===== src/design/axi_ram_pkg.sv =====
// shared widths, types, codes and state encodings for the AXI4 RAM slave
// imported by every design module; next_beat_addr serves both burst engines
`default_nettype none

package axi_ram_pkg;

    localparam int AXI_ADDR_W = 16;                 // byte address
    localparam int AXI_DATA_W = 32;
    localparam int AXI_ID_W   = 4;
    localparam int BEAT_BYTES = AXI_DATA_W / 8;
    localparam int BEAT_LSB   = $clog2(BEAT_BYTES); // byte offset bits within a beat
    localparam int RAM_ADDR_W = AXI_ADDR_W - BEAT_LSB;

    typedef logic [AXI_ADDR_W-1:0]   axi_addr_t;
    typedef logic [AXI_DATA_W-1:0]   axi_data_t;
    typedef logic [BEAT_BYTES-1:0]   axi_strb_t;
    typedef logic [AXI_ID_W-1:0]     axi_id_t;
    typedef logic [7:0]              axi_len_t;   // beats minus one
    typedef logic [1:0]              axi_burst_t;
    typedef logic [1:0]              axi_resp_t;
    typedef logic [RAM_ADDR_W-1:0]   ram_addr_t;  // word address

    // burst type codes, 3 is reserved
    localparam axi_burst_t BURST_FIXED = 2'd0;
    localparam axi_burst_t BURST_INCR  = 2'd1;
    localparam axi_burst_t BURST_WRAP  = 2'd2;

    localparam axi_resp_t RESP_OKAY = 2'd0;

    typedef enum logic [1:0] {
        WR_IDLE,
        WR_DATA,
        WR_RESP
    } wr_state_t;

    typedef enum logic [1:0] {
        RD_IDLE,
        RD_FETCH,
        RD_DATA
    } rd_state_t;

    // address of the beat after addr within a burst
    function automatic axi_addr_t next_beat_addr(input axi_addr_t  addr,
                                                 input axi_burst_t burst,
                                                 input axi_len_t   len);
        axi_addr_t aligned;
        axi_addr_t stepped;
        axi_addr_t wrap_mask;
        aligned   = addr & ~axi_addr_t'(BEAT_BYTES - 1);
        stepped   = aligned + axi_addr_t'(BEAT_BYTES);
        wrap_mask = ((axi_addr_t'(len) + 16'd1) << BEAT_LSB) - 16'd1; // block size minus one
        case (burst)
            BURST_FIXED: return addr;
            BURST_INCR:  return stepped;
            BURST_WRAP: begin
                // stepped onto the next block, go back to the start of this one
                if ((stepped & wrap_mask) == '0) begin
                    return aligned & ~wrap_mask;
                end
                return stepped;
            end
            default:     return stepped; // reserved code behaves as INCR
        endcase
    endfunction

endpackage

`default_nettype wire


===== src/design/axi_read_engine.sv =====
// AXI4 read side: one AR burst at a time, one RAM read per beat
// R data comes from the RAM output register, so RVALID follows each ram_re by a cycle
`timescale 1ns/1ps
`default_nettype none

module axi_read_engine (
    input  logic                    S_AXI_ACLK,
    input  logic                    S_AXI_ARESETN,

    // read address
    input  axi_ram_pkg::axi_id_t    arid,
    input  axi_ram_pkg::axi_addr_t  araddr,
    input  axi_ram_pkg::axi_len_t   arlen,
    input  axi_ram_pkg::axi_burst_t arburst,
    input  logic                    arvalid,
    output logic                    arready,

    // read data, RDATA itself comes from the RAM
    output axi_ram_pkg::axi_id_t    rid,
    output axi_ram_pkg::axi_resp_t  rresp,
    output logic                    rlast,
    output logic                    rvalid,
    input  logic                    rready,

    // RAM read port
    output logic                    ram_re,
    output axi_ram_pkg::ram_addr_t  ram_raddr
);

    import axi_ram_pkg::*;

    rd_state_t  state;
    axi_len_t   beat_cnt;  // beats already accepted in this burst
    axi_id_t    id_q;
    axi_addr_t  addr_q;
    axi_len_t   len_q;
    axi_burst_t burst_q;

    logic ar_fire;
    logic r_fire;
    logic last_beat;

    assign arready = (state == RD_IDLE);
    assign ram_re  = (state == RD_FETCH);  // single cycle, state always moves on
    assign rvalid  = (state == RD_DATA);

    assign last_beat = (beat_cnt == len_q);
    assign rlast     = rvalid && last_beat;
    assign rid       = id_q;
    assign rresp     = RESP_OKAY;

    assign ram_raddr = addr_q[AXI_ADDR_W-1:BEAT_LSB];

    assign ar_fire = arvalid && arready;
    assign r_fire  = rvalid && rready;

    // burst control and beat count
    always_ff @(posedge S_AXI_ACLK) begin
        if (!S_AXI_ARESETN) begin
            state    <= RD_IDLE;
            beat_cnt <= '0;
        end else begin
            case (state)
                RD_IDLE: begin
                    if (ar_fire) begin
                        state    <= RD_FETCH;
                        beat_cnt <= '0;
                    end
                end
                RD_FETCH: begin
                    state <= RD_DATA;
                end
                RD_DATA: begin
                    if (r_fire) begin
                        if (last_beat) begin
                            state <= RD_IDLE;
                        end else begin
                            state    <= RD_FETCH;  // one idle cycle between beats
                            beat_cnt <= beat_cnt + 8'd1;
                        end
                    end
                end
                default: state <= RD_IDLE;
            endcase
        end
    end

    // burst payload
    always_ff @(posedge S_AXI_ACLK) begin
        if (ar_fire) begin
            id_q    <= arid;
            addr_q  <= araddr;
            len_q   <= arlen;
            burst_q <= arburst;
        end else if (r_fire && !last_beat) begin
            addr_q <= next_beat_addr(addr_q, burst_q, len_q);
        end
    end

endmodule

`default_nettype wire


===== config.mk =====
export PLATFORM = sky130hd
export DESIGN_NAME = axi_read_engine
export DESIGN_NICKNAME = d
export VERILOG_FILES = /design/src/design/axi_ram_pkg.sv /design/src/design/axi_read_engine.sv
export SDC_FILE = /design/constraint.sdc
export NUM_CORES = 1
export LEC_CHECK = 0
export BUFFER_PORTS_ARGS = -buffer_cell sky130_fd_sc_hd__buf_2
export CELL_PAD_IN_SITES_DETAIL_PLACEMENT = 0
export CELL_PAD_IN_SITES_GLOBAL_PLACEMENT = 2
export CORE_MARGIN = 2
export CORE_UTILIZATION = 37
export CTS_BUF_LIST = sky130_fd_sc_hd__clkbuf_4
export CTS_CLUSTER_SIZE = 16
export DETAILED_ROUTE_END_ITERATION = 7
export PLACE_DENSITY_LB_ADDON = 0.2
export SYNTH_ARGS = -nofsm -noshare
export SYNTH_HDL_FRONTEND = slang
export SYNTH_SLANG_ARGS = --single-unit
export TNS_END_PERCENT = 1

===== constraint.sdc =====
create_clock -name S_AXI_ACLK -period 5.54 [get_ports S_AXI_ACLK]
set_clock_uncertainty 0.05 [all_clocks]
set_input_delay 0 -clock S_AXI_ACLK [delete_from_list [all_inputs] [get_ports S_AXI_ACLK]]
set_output_delay 0 -clock S_AXI_ACLK [all_outputs]
set_load 0.005 [all_outputs]

==> metrics.txt <==
GRT Total Usage=18.3%; Hold Path Sink=addr_q[3]; die area=8170 sq um; # diodes=0; Post-synth top flop=edfxtp_1; Worst IR Drop VDD=0.0906 mV; Min-Delay Path Class=input pin to register; status=complete, no violations; Mapped Avg Cell Area=8.93 sq um; Post-synth EDFFs=28; Clock Tree Root=clkbuf_4; Die Height=90.4 microns; port bufs=53; H-tree depth=2; startpoint types=register; worst-margin pin slew=0.984 ns; Leakage=1.35 nW; crit path DAT=3.97 ns; core outline area=7250 sq um; final hold vios=0; initial antenna violation count=0; Clock Latency Late Sink=0.35 ns; Yosys reg bits=38; Ys Warns=0; Post-Layout Cell Count=478; DRC viols=0; Post-CTS Setup Inserts=0; hpwl dp=4910 microns; CTS clock-pin slew for the worst setup and hold paths=0.13 ns; final setup violation count=0; reg2reg path depth=9; Routed Antenna Nets=0; clock buffer count from CTS=5; r2r endpoint=addr_q[8]; critical path data required time=5.60 ns; unrepaired setup endpoints after global routing=no; fin. max-slew vios=0; worst r2r src=len_q[0]; Peak Freq=256 MHz; post-synthesis cell count=309; CP endpoint kind=register; Synth top area share=30.5%; distinct cell type count after synthesis=61; initial DRC count=128; Synth area leader=edfxtp_1; CP max stage cell=edfxtp_1; final core utilization=47.0%; CTS tree=done; area delta synth->final=23.4%; grt ovf=0; Final nets=416; drt via density=5.25; worst-path fanout max=15; worst-path cell chain=ha_1, xnor3_1, o21ba_2, nor4b_1, o31ai_1, a2111o_1, buf_4, or2_1, a221o_1; Max-Cap Viols=0; layout cells sized above 1=19.0%; CP Class=register to register; period utilization=70.5%; GP Congestion=0.761; setup TNS=0 ns; sequential area share after synthesis=37.7%; chip width=90.4 microns; top cells by area, synth=edfxtp_1 (30%), dfxtp_1 (7.3%), nand2_1 (4.8%); Initial Util=38.1%; mapped cell area=2760 sq um; DRT Wirelength=7150 microns; worst hold stages=3; Tmin final=3.91 ns; DR pass1 iterations=4; reg2reg setup slack=1.63 ns; CP max stage delay=0.67 ns; Via Count=2511; dpl cells=440; Hold Startpoint=arvalid; global-route wire length before repair=12100 microns; CTS Sinks=38; ys async rst share=0%; PwrDens=212 nW/um^2; Rel. slew slack=34.2%; drt wl/cell=15.0 microns; Rows=31; vias in the first global route=2408; clk buf depth=2; largest net degree at the start of global routing=40; I/O pin cnt=58
critical path, delay by kind of cell, from the launching register on:
kind                       cells  cell delay, ns
AOI/OAI and AO/OA              4            1.17
and+or+nand+nor                2            0.78
DFF                            1            0.67
adders and majority gates      1            0.42
buffers and inverters          1            0.25
xor gates and xnor gates       1            0.32
repair_timing:
item,4_1_cts,5_1_grt
endpoints found under the hold margin,36,0
hold buffers,30,0
gates resized for setup,0,0
endpoints found under the setup margin,0,0
layout by cell type (no fill, tap or decap), types with 4 or more instances in the layout:
cell type / n
buf_2: 53
o21a_1: 4
and4_1: 5
o22ai_1: 7
o21ai_0: 6
ha_1: 4
and3_1: 10
nor3_1: 15
a21oi_1: 5
nand4_1: 4
nand3_1: 17
xor2_1: 15
o211ai_1: 7
dfxtp_1: 10
edfxtp_1: 28
xnor2_1: 10
clkbuf_4: 5
dlygate4sd3_1: 30
inv_1: 4
nand3b_1: 4
nor2b_1: 5
nor4_1: 4
nor2_1: 19
nor3b_1: 4
or3_1: 4
o31a_1: 5
nand2_1: 35
sequential cells by signal, summed over array words and instances (netlist names):
signal	cells
addr_q	14
beat_cnt	8
burst_q	2
len_q	8
rid	4
state	2
per-stage QoR:
stage          hold WS, ns  total power [W]  instance area [sq um]  setup WS [ns]
6_report            0.0277         0.000722                   3410           1.63
5_1_grt             0.0161         0.000771                   3410           1.28
4_1_cts            0.00514         0.000731                   3410           1.60
3_5_place_dp         0.128         0.000561                   3050           1.64
3_3_place_gp         0.127         0.000559                   3050           1.61
2_1_floorplan       0.0489         0.000499                   2760           2.55
report_power, final:
part / switching, W / internal (W) / leakage (nW)
Combinational: 0.0000971 / 0.0000939 / 0.959
Sequential: 0.0000407 / 0.000337 / 0.351
Clock: 0.000105 / 0.0000483 / 0.0356
synthesized netlist by cell type (all sizes together) (4+ instances only):
cell and n:
o211ai 7, buf 11, and4 5, ha 4, and3 10, o31a 5
nor4 4, nand3 17, xor2 15, o22ai 7, clkbuf 14, or3 4
nor2b 5, o21ai 8, nor3 15, o21a 4, nand2 35, nor2 19
a21oi 6, nand4 4, edfxtp 28, inv 4, nor3b 4, dfxtp 10
nand3b 4, xnor2 10
cells by family after synthesis:
logic type               count (synthesis)  share of synthesized area (%)
AO/OA/AOI/OAI                           62                           16.8
XOR/XNOR                                26                           8.75
AND/OR/NAND/NOR                        145                           28.5
flip-flops                              38                           37.7
buffers and inverters                   30                           5.12
adder cells (fa/ha/maj)                  4                           1.81
multiplexers                             3                           1.13
other                                    1                          0.136
per-layer routing:
layer,part of all wire [%],up-vias,track usage (%),routed length [microns]
met2,45,44,29.5,3250
met1,51,1183,25.8,3650
met3,3.1,2,3.01,222
met4,0.50,0,4.23,36
li1,-,1282,-,-
met5,0,-,0,0
how the worst max path moves through the flow:
stage / start / end / slack [ns] / depth (start not counted)
after CTS: len_q[0] / addr_q[8] / 1.60 / 9
after floorplan: len_q[0] / addr_q[2] / 2.55 / 9
after global routing: len_q[0] / addr_q[8] / 1.28 / 9
after global placement: len_q[0] / addr_q[8] / 1.61 / 9
after detailed placement: len_q[0] / addr_q[2] / 1.64 / 9
final: len_q[0] / addr_q[8] / 1.63 / 9
area by class of cell:
class                      instances  area (sq um)
multi-input combinational        242          1580
sequential                        38          1040
clock inverter                     3          15.0
inverter                           5          18.8
clock buffer                       5          37.5
fill                             760          3850
tap                               99           124
timing repair buffer              86           588
No activity file was read; power rests on OpenSTA's default activity.
