File: src/design/axi_ram_pkg.sv
// shared widths, types, codes and state encodings for the AXI4 RAM slave
// imported by every design module; next_beat_addr serves both burst engines
`default_nettype none

package axi_ram_pkg;

    localparam int AXI_ADDR_W = 16;                 // byte address
    localparam int AXI_DATA_W = 32;
    localparam int AXI_ID_W   = 4;
    localparam int BEAT_BYTES = AXI_DATA_W / 8;
    localparam int BEAT_LSB   = $clog2(BEAT_BYTES); // byte offset bits within a beat
    localparam int RAM_ADDR_W = AXI_ADDR_W - BEAT_LSB;

    typedef logic [AXI_ADDR_W-1:0]   axi_addr_t;
    typedef logic [AXI_DATA_W-1:0]   axi_data_t;
    typedef logic [BEAT_BYTES-1:0]   axi_strb_t;
    typedef logic [AXI_ID_W-1:0]     axi_id_t;
    typedef logic [7:0]              axi_len_t;   // beats minus one
    typedef logic [1:0]              axi_burst_t;
    typedef logic [1:0]              axi_resp_t;
    typedef logic [RAM_ADDR_W-1:0]   ram_addr_t;  // word address

    // burst type codes, 3 is reserved
    localparam axi_burst_t BURST_FIXED = 2'd0;
    localparam axi_burst_t BURST_INCR  = 2'd1;
    localparam axi_burst_t BURST_WRAP  = 2'd2;

    localparam axi_resp_t RESP_OKAY = 2'd0;

    typedef enum logic [1:0] {
        WR_IDLE,
        WR_DATA,
        WR_RESP
    } wr_state_t;

    typedef enum logic [1:0] {
        RD_IDLE,
        RD_FETCH,
        RD_DATA
    } rd_state_t;

    // address of the beat after addr within a burst
    function automatic axi_addr_t next_beat_addr(input axi_addr_t  addr,
                                                 input axi_burst_t burst,
                                                 input axi_len_t   len);
        axi_addr_t aligned;
        axi_addr_t stepped;
        axi_addr_t wrap_mask;
        aligned   = addr & ~axi_addr_t'(BEAT_BYTES - 1);
        stepped   = aligned + axi_addr_t'(BEAT_BYTES);
        wrap_mask = ((axi_addr_t'(len) + 16'd1) << BEAT_LSB) - 16'd1; // block size minus one
        case (burst)
            BURST_FIXED: return addr;
            BURST_INCR:  return stepped;
            BURST_WRAP: begin
                // stepped onto the next block, go back to the start of this one
                if ((stepped & wrap_mask) == '0) begin
                    return aligned & ~wrap_mask;
                end
                return stepped;
            end
            default:     return stepped; // reserved code behaves as INCR
        endcase
    endfunction

endpackage

`default_nettype wire

File: src/design/axi_write_engine.sv
// AXI4 write side: takes one AW burst at a time, forwards W beats to the RAM
// write port and returns a single B response per burst
`timescale 1ns/1ps
`default_nettype none

module axi_write_engine (
    input  logic                    S_AXI_ACLK,
    input  logic                    S_AXI_ARESETN,

    // write address
    input  axi_ram_pkg::axi_id_t    awid,
    input  axi_ram_pkg::axi_addr_t  awaddr,
    input  axi_ram_pkg::axi_len_t   awlen,
    input  axi_ram_pkg::axi_burst_t awburst,
    input  logic                    awvalid,
    output logic                    awready,

    // write data
    input  axi_ram_pkg::axi_data_t  wdata,
    input  axi_ram_pkg::axi_strb_t  wstrb,
    input  logic                    wlast,
    input  logic                    wvalid,
    output logic                    wready,

    // write response
    output axi_ram_pkg::axi_id_t    bid,
    output axi_ram_pkg::axi_resp_t  bresp,
    output logic                    bvalid,
    input  logic                    bready,

    // RAM write port
    output logic                    ram_we,
    output axi_ram_pkg::ram_addr_t  ram_waddr,
    output axi_ram_pkg::axi_data_t  ram_wdata,
    output axi_ram_pkg::axi_strb_t  ram_wstrb
);

    import axi_ram_pkg::*;

    wr_state_t  state;
    axi_id_t    id_q;     // captured AWID, echoed on B
    axi_addr_t  addr_q;   // byte address of the current beat
    axi_len_t   len_q;
    axi_burst_t burst_q;

    logic aw_fire;
    logic w_fire;
    logic b_fire;

    assign awready = (state == WR_IDLE);
    assign wready  = (state == WR_DATA);
    assign bvalid  = (state == WR_RESP);
    assign bid     = id_q;
    assign bresp   = RESP_OKAY;

    assign aw_fire = awvalid && awready;
    assign w_fire  = wvalid && wready;
    assign b_fire  = bvalid && bready;

    // each accepted beat goes straight to the RAM on the same edge
    assign ram_we    = w_fire;
    assign ram_waddr = addr_q[AXI_ADDR_W-1:BEAT_LSB];
    assign ram_wdata = wdata;
    assign ram_wstrb = wstrb;

    // burst control
    always_ff @(posedge S_AXI_ACLK) begin
        if (!S_AXI_ARESETN) begin
            state <= WR_IDLE;
        end else begin
            case (state)
                WR_IDLE: begin
                    if (aw_fire) begin
                        state <= WR_DATA;
                    end
                end
                WR_DATA: begin
                    if (w_fire && wlast) begin // burst ends on WLAST, beats not counted
                        state <= WR_RESP;
                    end
                end
                WR_RESP: begin
                    if (b_fire) begin
                        state <= WR_IDLE;
                    end
                end
                default: state <= WR_IDLE;
            endcase
        end
    end

    // burst payload
    always_ff @(posedge S_AXI_ACLK) begin
        if (aw_fire) begin
            id_q    <= awid;
            addr_q  <= awaddr;
            len_q   <= awlen;
            burst_q <= awburst;
        end else if (w_fire) begin
            addr_q <= next_beat_addr(addr_q, burst_q, len_q);
        end
    end

endmodule

`default_nettype wire

File: config.mk
export PLATFORM = sky130hd
export DESIGN_NAME = axi_write_engine
export DESIGN_NICKNAME = d
export VERILOG_FILES = /design/src/design/axi_ram_pkg.sv /design/src/design/axi_write_engine.sv
export SDC_FILE = /design/constraint.sdc
export NUM_CORES = 1
export LEC_CHECK = 0
export ABC_AREA = 1
export BUFFER_PORTS_ARGS = -buffer_cell sky130_fd_sc_hd__clkbuf_2
export CAP_MARGIN = 20
export CELL_PAD_IN_SITES_DETAIL_PLACEMENT = 1
export CELL_PAD_IN_SITES_GLOBAL_PLACEMENT = 1
export CORE_MARGIN = 5
export CORE_UTILIZATION = 31
export DETAILED_ROUTE_END_ITERATION = 16
export PLACE_DENSITY = 0.82
export SLEW_MARGIN = 20
export SYNTH_ARGS = -nofsm -noshare
export SYNTH_HDL_FRONTEND = slang
export SYNTH_SLANG_ARGS = --single-unit
File: constraint.sdc
create_clock -name S_AXI_ACLK -period 3 [get_ports S_AXI_ACLK]
set_clock_uncertainty 0.15 [all_clocks]
set_input_delay 0.9 -clock S_AXI_ACLK [delete_from_list [all_inputs] [get_ports S_AXI_ACLK]]
set_output_delay 0.9 -clock S_AXI_ACLK [all_outputs]
set_load 0.1 [all_outputs]
==> results of run 1 <==
-- path summary, 6_finish.rpt --
kind / to / cells past startpoint / slack (ps) / from
setup / recovery: addr_q[11] / 18 / 280 / len_q[0]
hold / removal: state[0] / 4 / 450 / state[0]
setup reg to reg: addr_q[11] / 18 / 280 / len_q[0]
hold reg to reg: state[0] / 4 / 450 / state[0]
-- registers in the layout, summed over array words and instances, names as in the netlist --
register  count
len_q         8
state         2
bid           4
burst_q       2
addr_q       14
-- per-stage QoR --
stage / util, % / cells / cell area, um2 / setup TNS, ps
2_1_floorplan: - / 370 / 2601 / -51.65
3_3_place_gp: 33.18 / 490 / 2713 / 0
5_1_grt: 34.63 / 503 / 2831 / 0
6_report: 34.63 / 503 / 2831 / 0
3_5_place_dp: 33.18 / 490 / 2713 / 0
4_1_cts: 34.18 / 498 / 2794 / 0
-- cells by family after synthesis --
family                     Yosys count  synth area share (%)
and+or+nand+nor                    237                 41.61
adders and majority gates            3                 1.455
buffers and inverters               82                 18.23
DFF                                 30                 34.14
xor gates and xnor gates             7                 2.376
AOI/OAI and AO/OA                    9                 2.036
other                                1                0.1454
-- per-layer routing --
metal	vias up	track usage [%]	wire [um]
li1	1196	-	-
met1	1142	15.57	2855
met2	64	25.40	3585
met3	13	3.237	422
met4	0	4.090	76
met5	-	0	0
-- report_power, final --
group	internal (mW)	switching (mW)	total [mW]
combinational	0.147	0.488	0.635
clock	0.159	0.166	0.325
sequential	0.520	0.0641	0.584
total	0.827	0.718	1.54
-- worst register-to-register path: cells and delay by family, from the launching register on --
| family | cells | cell delay [ps] |
|---|---|---|
| buf+inv | 4 | 530 |
| flops | 1 | 470 |
| simple gates | 13 | 1030 |
| fa+ha+maj | 1 | 300 |
-- placed cells by master, fill, tap and decap left out, drive strengths merged --
cell type  count
dfxtp          2
ha             3
nand3b         2
a21boi         2
a21oi          2
nand4          7
buf           10
clkinv         3
xnor2          1
o21bai         1
clkbuf        60
edfxtp        28
nand3         52
conb           2
xor2           6
inv           37
nand2        143
nor2          33
o21ai          4
-- cell type report --
type / count / area, um2 / area share (%)
multi-input cells: 258 / 1250 / 44.14
flip-flops and latches: 30 / 880.8 / 31.11
repair buffers: 64 / 345.3 / 12.20
inverters: 38 / 142.6 / 5.038
well taps: 105 / 131.4 / 4.640
clock buffers: 6 / 72.57 / 2.563
clock inverters: 2 / 8.758 / 0.3093
==> qor.txt, run 1 <==
outcome -> completed
Req. time, crit path -> 2890 ps
Port Buffers -> 55
layout cells sized above 1 -> 25.88%
Die Y -> 101.2 um
worst rel slew slack -> 62.75%
Vias -> 2415
share of the synthesized area in the top cell type -> 32.59%
vias per cell -> 4.801
drt pass-1 iters -> 4
maxcap violations -> 0
post-route DRC violation count -> 0
critical path class -> flop to flop
RSZ-0062 raised after global routing -> false
Post-synth ARST share -> 0%
global-route wire length before repair -> 11400 um
remaining antenna violation count -> 0
Pins Over Slew Limit -> 0
Seq/Total Area, Yosys -> 34.14%
cts hold-fix bufs -> 0
GP Congestion -> 0.8203
most common cell in the netlist -> nand2_1
synthesis-stage register bit count -> 30
Total Power -> 1.544 mW
Final Critical Period -> 2719 ps
nets@finish -> 472
largest cells by area after synthesis -> edfxtp_1 33%, nand2_1 19%, buf_4 12%
Lkg Pwr -> 1.408 nW
Routed wire per std cell -> 13.80 um
Clock Latency Late Sink -> 290 ps
Startpoint Class -> flop
Power per Cell Area -> 545.5 mW/mm2
Post-synth EDFFs -> 28
Fillers -> 1087
Setup crit end kind -> flop
Post-DP HPWL -> 5491 um
Crit path buffers/inverters -> 4
TritonCTS clock tree -> yes
cell family with most CP delay -> simple AND/OR/NAND/NOR gates
leading area contributor after synthesis -> edfxtp_1
largest net degree at the start of global routing -> 29
Setup Fix Bufs, Post-CTS -> 0
Achievable Freq -> 0.3677 GHz
CP Max Fanout -> 10
clock buffer count from CTS -> 5
synthesized area -> 0.002580 mm2
critical path's largest stage delay -> 470 ps
Initial Utilization -> 31.56%
Critical Path, Cell by Cell -> ha_1 > inv_2 > nand2_1 > nand2_2 > nand2_1 > inv_2 > nand2_2 > nor2_4 > nand2_1 > nand2_1 > nand2_1 > nand2_1 > nand2_1 > inv_2 > buf_4 > nand3_1 > nand3_1 > nand2_1
slowest cell on the critical path -> edfxtp_1
antenna violations before repair -> 0
Clk pin slew, worst setup/hold paths -> 70 ps
Tightest Pin Transition -> 561.2 ps
Detailed Route WL -> 6941 um
vias in the first global route -> 2538
synth cell count leaders -> 134 x nand2_1, 49 x nand3_1, 41 x buf_4, 30 x inv_1, 28 x edfxtp_1
Root Driver -> clkbuf_8
row count -> 33
# diodes -> 0
period utilization -> 90.64%
maximum vdd drop -> 0.0002617 V
final setup violation count -> 0
Final Hold Vio Count -> 0
Max clock buf depth -> 2
CP most frequent cell -> nand2_1
Mapped Cells -> 369
Place WS -> 86.29 ps
Mapped Avg Cell Area -> 6.992 um2
post_cts resized -> 0
worst hold slack -> 449.8 ps
Layout area overhead -> 9.748%
Total Routing Usage GR -> 13.74%
clock sinks -> 30
crit path DAT -> 2610 ps
H-tree levels -> 2
Iter 0 DRT Violations -> 81
# IOs -> 132
Setup WS post-layout -> 280.7 ps
yosys warns -> 0
core footprint -> 0.008175 mm2
global route overflow -> 0
Die X -> 101.2 um
Netlist cell types -> 29
Die ar. -> 0.01025 mm2
Min-Delay Path Class -> flop to flop
Most used DFF post-synth -> edfxtp_1
Power figures use the tool's default switching activity.
==> run 2: changes to the inputs <==
Settings changed: ABC_AREA 1 to unset, BUFFER_PORTS_ARGS -buffer_cell sky130_fd_sc_hd__clkbuf_2 to unset, CORE_UTILIZATION 31 to 42, DONT_BUFFER_PORTS set to 1, PLACE_DENSITY 0.82 to 0.75.
==> run 2 against run 1 <==
Net effect: the run now ends with setup timing left; routed wire length is 5.6% higher; worst setup slack worse by 300 ps; sequential share of layout area is 3.7 points lower; flip-flop and latch count stayed put; area after synthesis is 5.8% higher; sequential power is 2% lower.
==> qor.txt, run 2 <==
GP Congestion -> 0.7830 (-4.5%)
critical path class -> flop to flop
failing checks -> setup timing
Power per Cell Area -> 523.0 mW/mm2 (-4.1%)
final std cells w/o fill -> 374 (-26%)
Detailed Route WL -> 7330 um (+5.6%)
Pins Over Slew Limit -> 0 (unchanged)
core footprint -> 0.006350 mm2 (-22%)
commonest non-fill, non-tap cell in the layout -> buf_4
Die ar. -> 0.008213 mm2 (-20%)
row count -> 29 (-12%)
Lkg Pwr -> 1.215 nW (-14%)
Die X -> 90.63 um (-10%)
CP Max Fanout -> 16 (+6)
Crit path buffers/inverters -> 3 (-1)
post-route DRC violation count -> 0 (unchanged)
outcome -> finished, violations left
Clk pin slew, worst setup/hold paths -> 80 ps (about the same)
maxcap violations -> 0 (unchanged)
Comb pwr share -> 40.3% (-0.8 points)
sw frac -> 41.44% (-5.0 points)
Clock Latency Late Sink -> 300 ps (about the same)
Min-Delay Path Class -> flop to flop
synthesized area -> 0.002730 mm2 (+5.8%)
layout cells sized above 1 -> 38.05% (+12 points)
flip-flop count of the largest register after layout -> 14 (unchanged)
synthesis-stage register bit count -> 30 (unchanged)
highest-count cells in the layout ignoring fill and taps -> 49 x buf_4, 28 x edfxtp_1, 19 x nand2_1
multi-input logic area -> 0.001663 mm2 (+33%)
Routed wire per std cell -> 19.60 um (+42%)
drt pass-1 iters -> 4 (unchanged)
Psw -> 0.6974 mW (-2.8%)
slowest cell on the critical path -> edfxtp_1
# diodes -> 0 (unchanged)
most common cell in the netlist -> buf_4
global-route wire length before repair -> 11010 um (-3.4%)
Startpoint Class -> flop
Port Buffers -> 0 (-100%)
Root Driver -> clkbuf_8
Setup WS post-layout -> -17.88 ps (-298.6 ps)
clock sinks -> 30 (unchanged)
Req. time, crit path -> 2900 ps (about the same)
leading area contributor after synthesis -> edfxtp_1
Setup crit end kind -> flop
Final Critical Period -> 3018 ps (+298.6 ps)
placed insts -> 358 (-27%)
antenna violations before repair -> 0 (unchanged)
Achievable Freq -> 0.3314 GHz (-9.9%)
final setup TNS -> -44.54 ps (-44.54 ps)
vias per cell -> 5.813 (+21%)
yosys warns -> 0 (unchanged)
TritonCTS clock tree -> yes
sequential power share -> 33.9% (-3.9 points)
Vias -> 2174 (-10%)
Total Routing Usage GR -> 16.23% (+2.5 points)
critical path's largest stage delay -> 510 ps (+40 ps)
remaining antenna violation count -> 0 (unchanged)
cell family with most CP delay -> compound AO/OA/AOI/OAI gates
Max clock buf depth -> 2 (unchanged)
Mapped Cells -> 287 (-22%)
clock buffer count from CTS -> 5 (unchanged)
Post-synth EDFFs -> 28 (unchanged)
Die Y -> 90.63 um (-10%)
Fillers -> 697 (-36%)
largest cells by area after synthesis -> edfxtp_1 31%, buf_4 11%, nand2_1 2.6%
Total Power -> 1.683 mW (+9.0%)
Critical Path, Cell by Cell -> ha_4 > buf_6 > buf_4 > nand2b_1 > nand3_1 > o211ai_1 > o221ai_4 > a21oi_4 > nand4_4 > buf_12 > a21boi_0 > o22a_1
Clk pwr share -> 25.8% (+4.7 points)
most flop-heavy register -> addr_q
worst hold slack -> 398.1 ps (-51.71 ps)
share of the synthesized area in the top cell type -> 30.80% (-1.8 points)
global route overflow -> 0 (unchanged)
Cell Int Power -> 0.9856 mW (+19%)
crit path DAT -> 2920 ps (+310 ps)
Initial Utilization -> 43.00% (+11 points)
# IOs -> 132 (unchanged)
Post-synth ARST share -> 0% (unchanged)
vias in the first global route -> 2252 (-11%)
nets@finish -> 371 (-21%)
largest net degree at the start of global routing -> 17 (-41%)
cts hold-fix bufs -> 0 (unchanged)
worst rel slew slack -> 50.99% (-12 points)
Final Hold Vio Count -> 0 (unchanged)
H-tree levels -> 2 (unchanged)
Tightest Pin Transition -> 733.3 ps (+172.1 ps)
register area -> 880.8 um2 (unchanged)
Iter 0 DRT Violations -> 93 (+15%)
Most used DFF post-synth -> edfxtp_1
Netlist cell types -> 73 (+150%)
synth cell count leaders -> 41 x buf_4, 28 x edfxtp_1, 19 x nand2_1, 18 x nor2_1
Layout Utilization -> 50.68% (+16 points)
RSZ-0062 raised after global routing -> true
Mapped Avg Cell Area -> 9.513 um2 (+36%)
Layout area overhead -> 17.87%
final setup violation count -> 3 (+3)
Post-DP HPWL -> 5035 um (-8.3%)
maximum vdd drop -> 0.0002541 V (-2.9%)
Seq/Total Area, Yosys -> 32.26% (-1.9 points)
period utilization -> 100.6% (+10 points)
==> run 2: timing repair <==
item | 4_1_cts | 5_1_grt
setup endpoints to repair | 12 | 13
setup buffers | 0 | 8
resized for setup | 4 | 27
pin swaps | 1 | 8
==> run 2: cell type report <==
type | instances | share of cell area [%]
Clock buffer | 5 | 2.138
Clock inverter | 3 | 1.400
Inverter | 6 | 0.6998
Multi-Input combinational cell | 199 | 51.67
Sequential cell | 30 | 27.37
Tap cell | 77 | 2.994
Timing Repair Buffer | 54 | 13.72
==> run 2: logic make-up after synthesis <==
logic type / count (synthesis) / share of synthesized area [%]
other: 1 / 0.1374
AND/OR/NAND/NOR: 106 / 23.19
flip-flops: 30 / 32.26
XOR/XNOR: 14 / 5.270
adder cells (fa/ha/maj): 3 / 1.375
buffers and inverters: 59 / 14.94
multiplexers: 9 / 3.712
AO/OA/AOI/OAI: 65 / 19.11
==> run 2: worst reg2reg max path: stages (launching register included) <==
cell and delay [ps]:
edfxtp_1 510, ha_4 250, buf_6 130, buf_4 150, nand2b_1 90, nand3_1 90
o211ai_1 330, o221ai_4 150, a21oi_4 210, nand4_4 170, buf_12 200, a21boi_0 130
o22a_1 200
==> run 2: power groups by stage <==
| stage | Sequential, mW | Clock [mW] | Combinational [mW] |
|---|---|---|---|
| after CTS | 0.568 | 0.441 | 0.623 |
| after floorplan | 0.760 | 0 | 0.516 |
| after detailed placement | 0.576 | 0 | 0.616 |
| after global routing | 0.578 | 0.462 | 0.717 |
| final | 0.571 | 0.434 | 0.678 |
| after global placement | 0.574 | 0 | 0.605 |
==> run 2: final timing paths <==
path              cells past startpoint  slack, ps      from        end
setup / recovery                     12        -20  len_q[1]  addr_q[9]
hold / removal                        1        400  state[1]   state[0]
setup reg to reg                     12        -20  len_q[1]  addr_q[9]
hold reg to reg                       1        400  state[1]   state[0]
==> run 2: routing by layer <==
metal / up-vias / share of wire [%] / global-route usage [%]
met1: 1072 / 43 / 20.17
met2: 62 / 50 / 27.00
met3: 13 / 5.9 / 5.083
met5: - / 0 / 0
li1: 1027 / - / -
met4: 0 / 1.9 / 4.467
==> run 2: per-stage QoR <==
stage | setup WS, ps | instance area (um2)
final | -17.88 | 3218
after global routing | -160.7 | 3218
after CTS | -4.464 | 3000
after detailed placement | -85.51 | 2861
after global placement | -24.06 | 2861
after floorplan | -236.2 | 2784
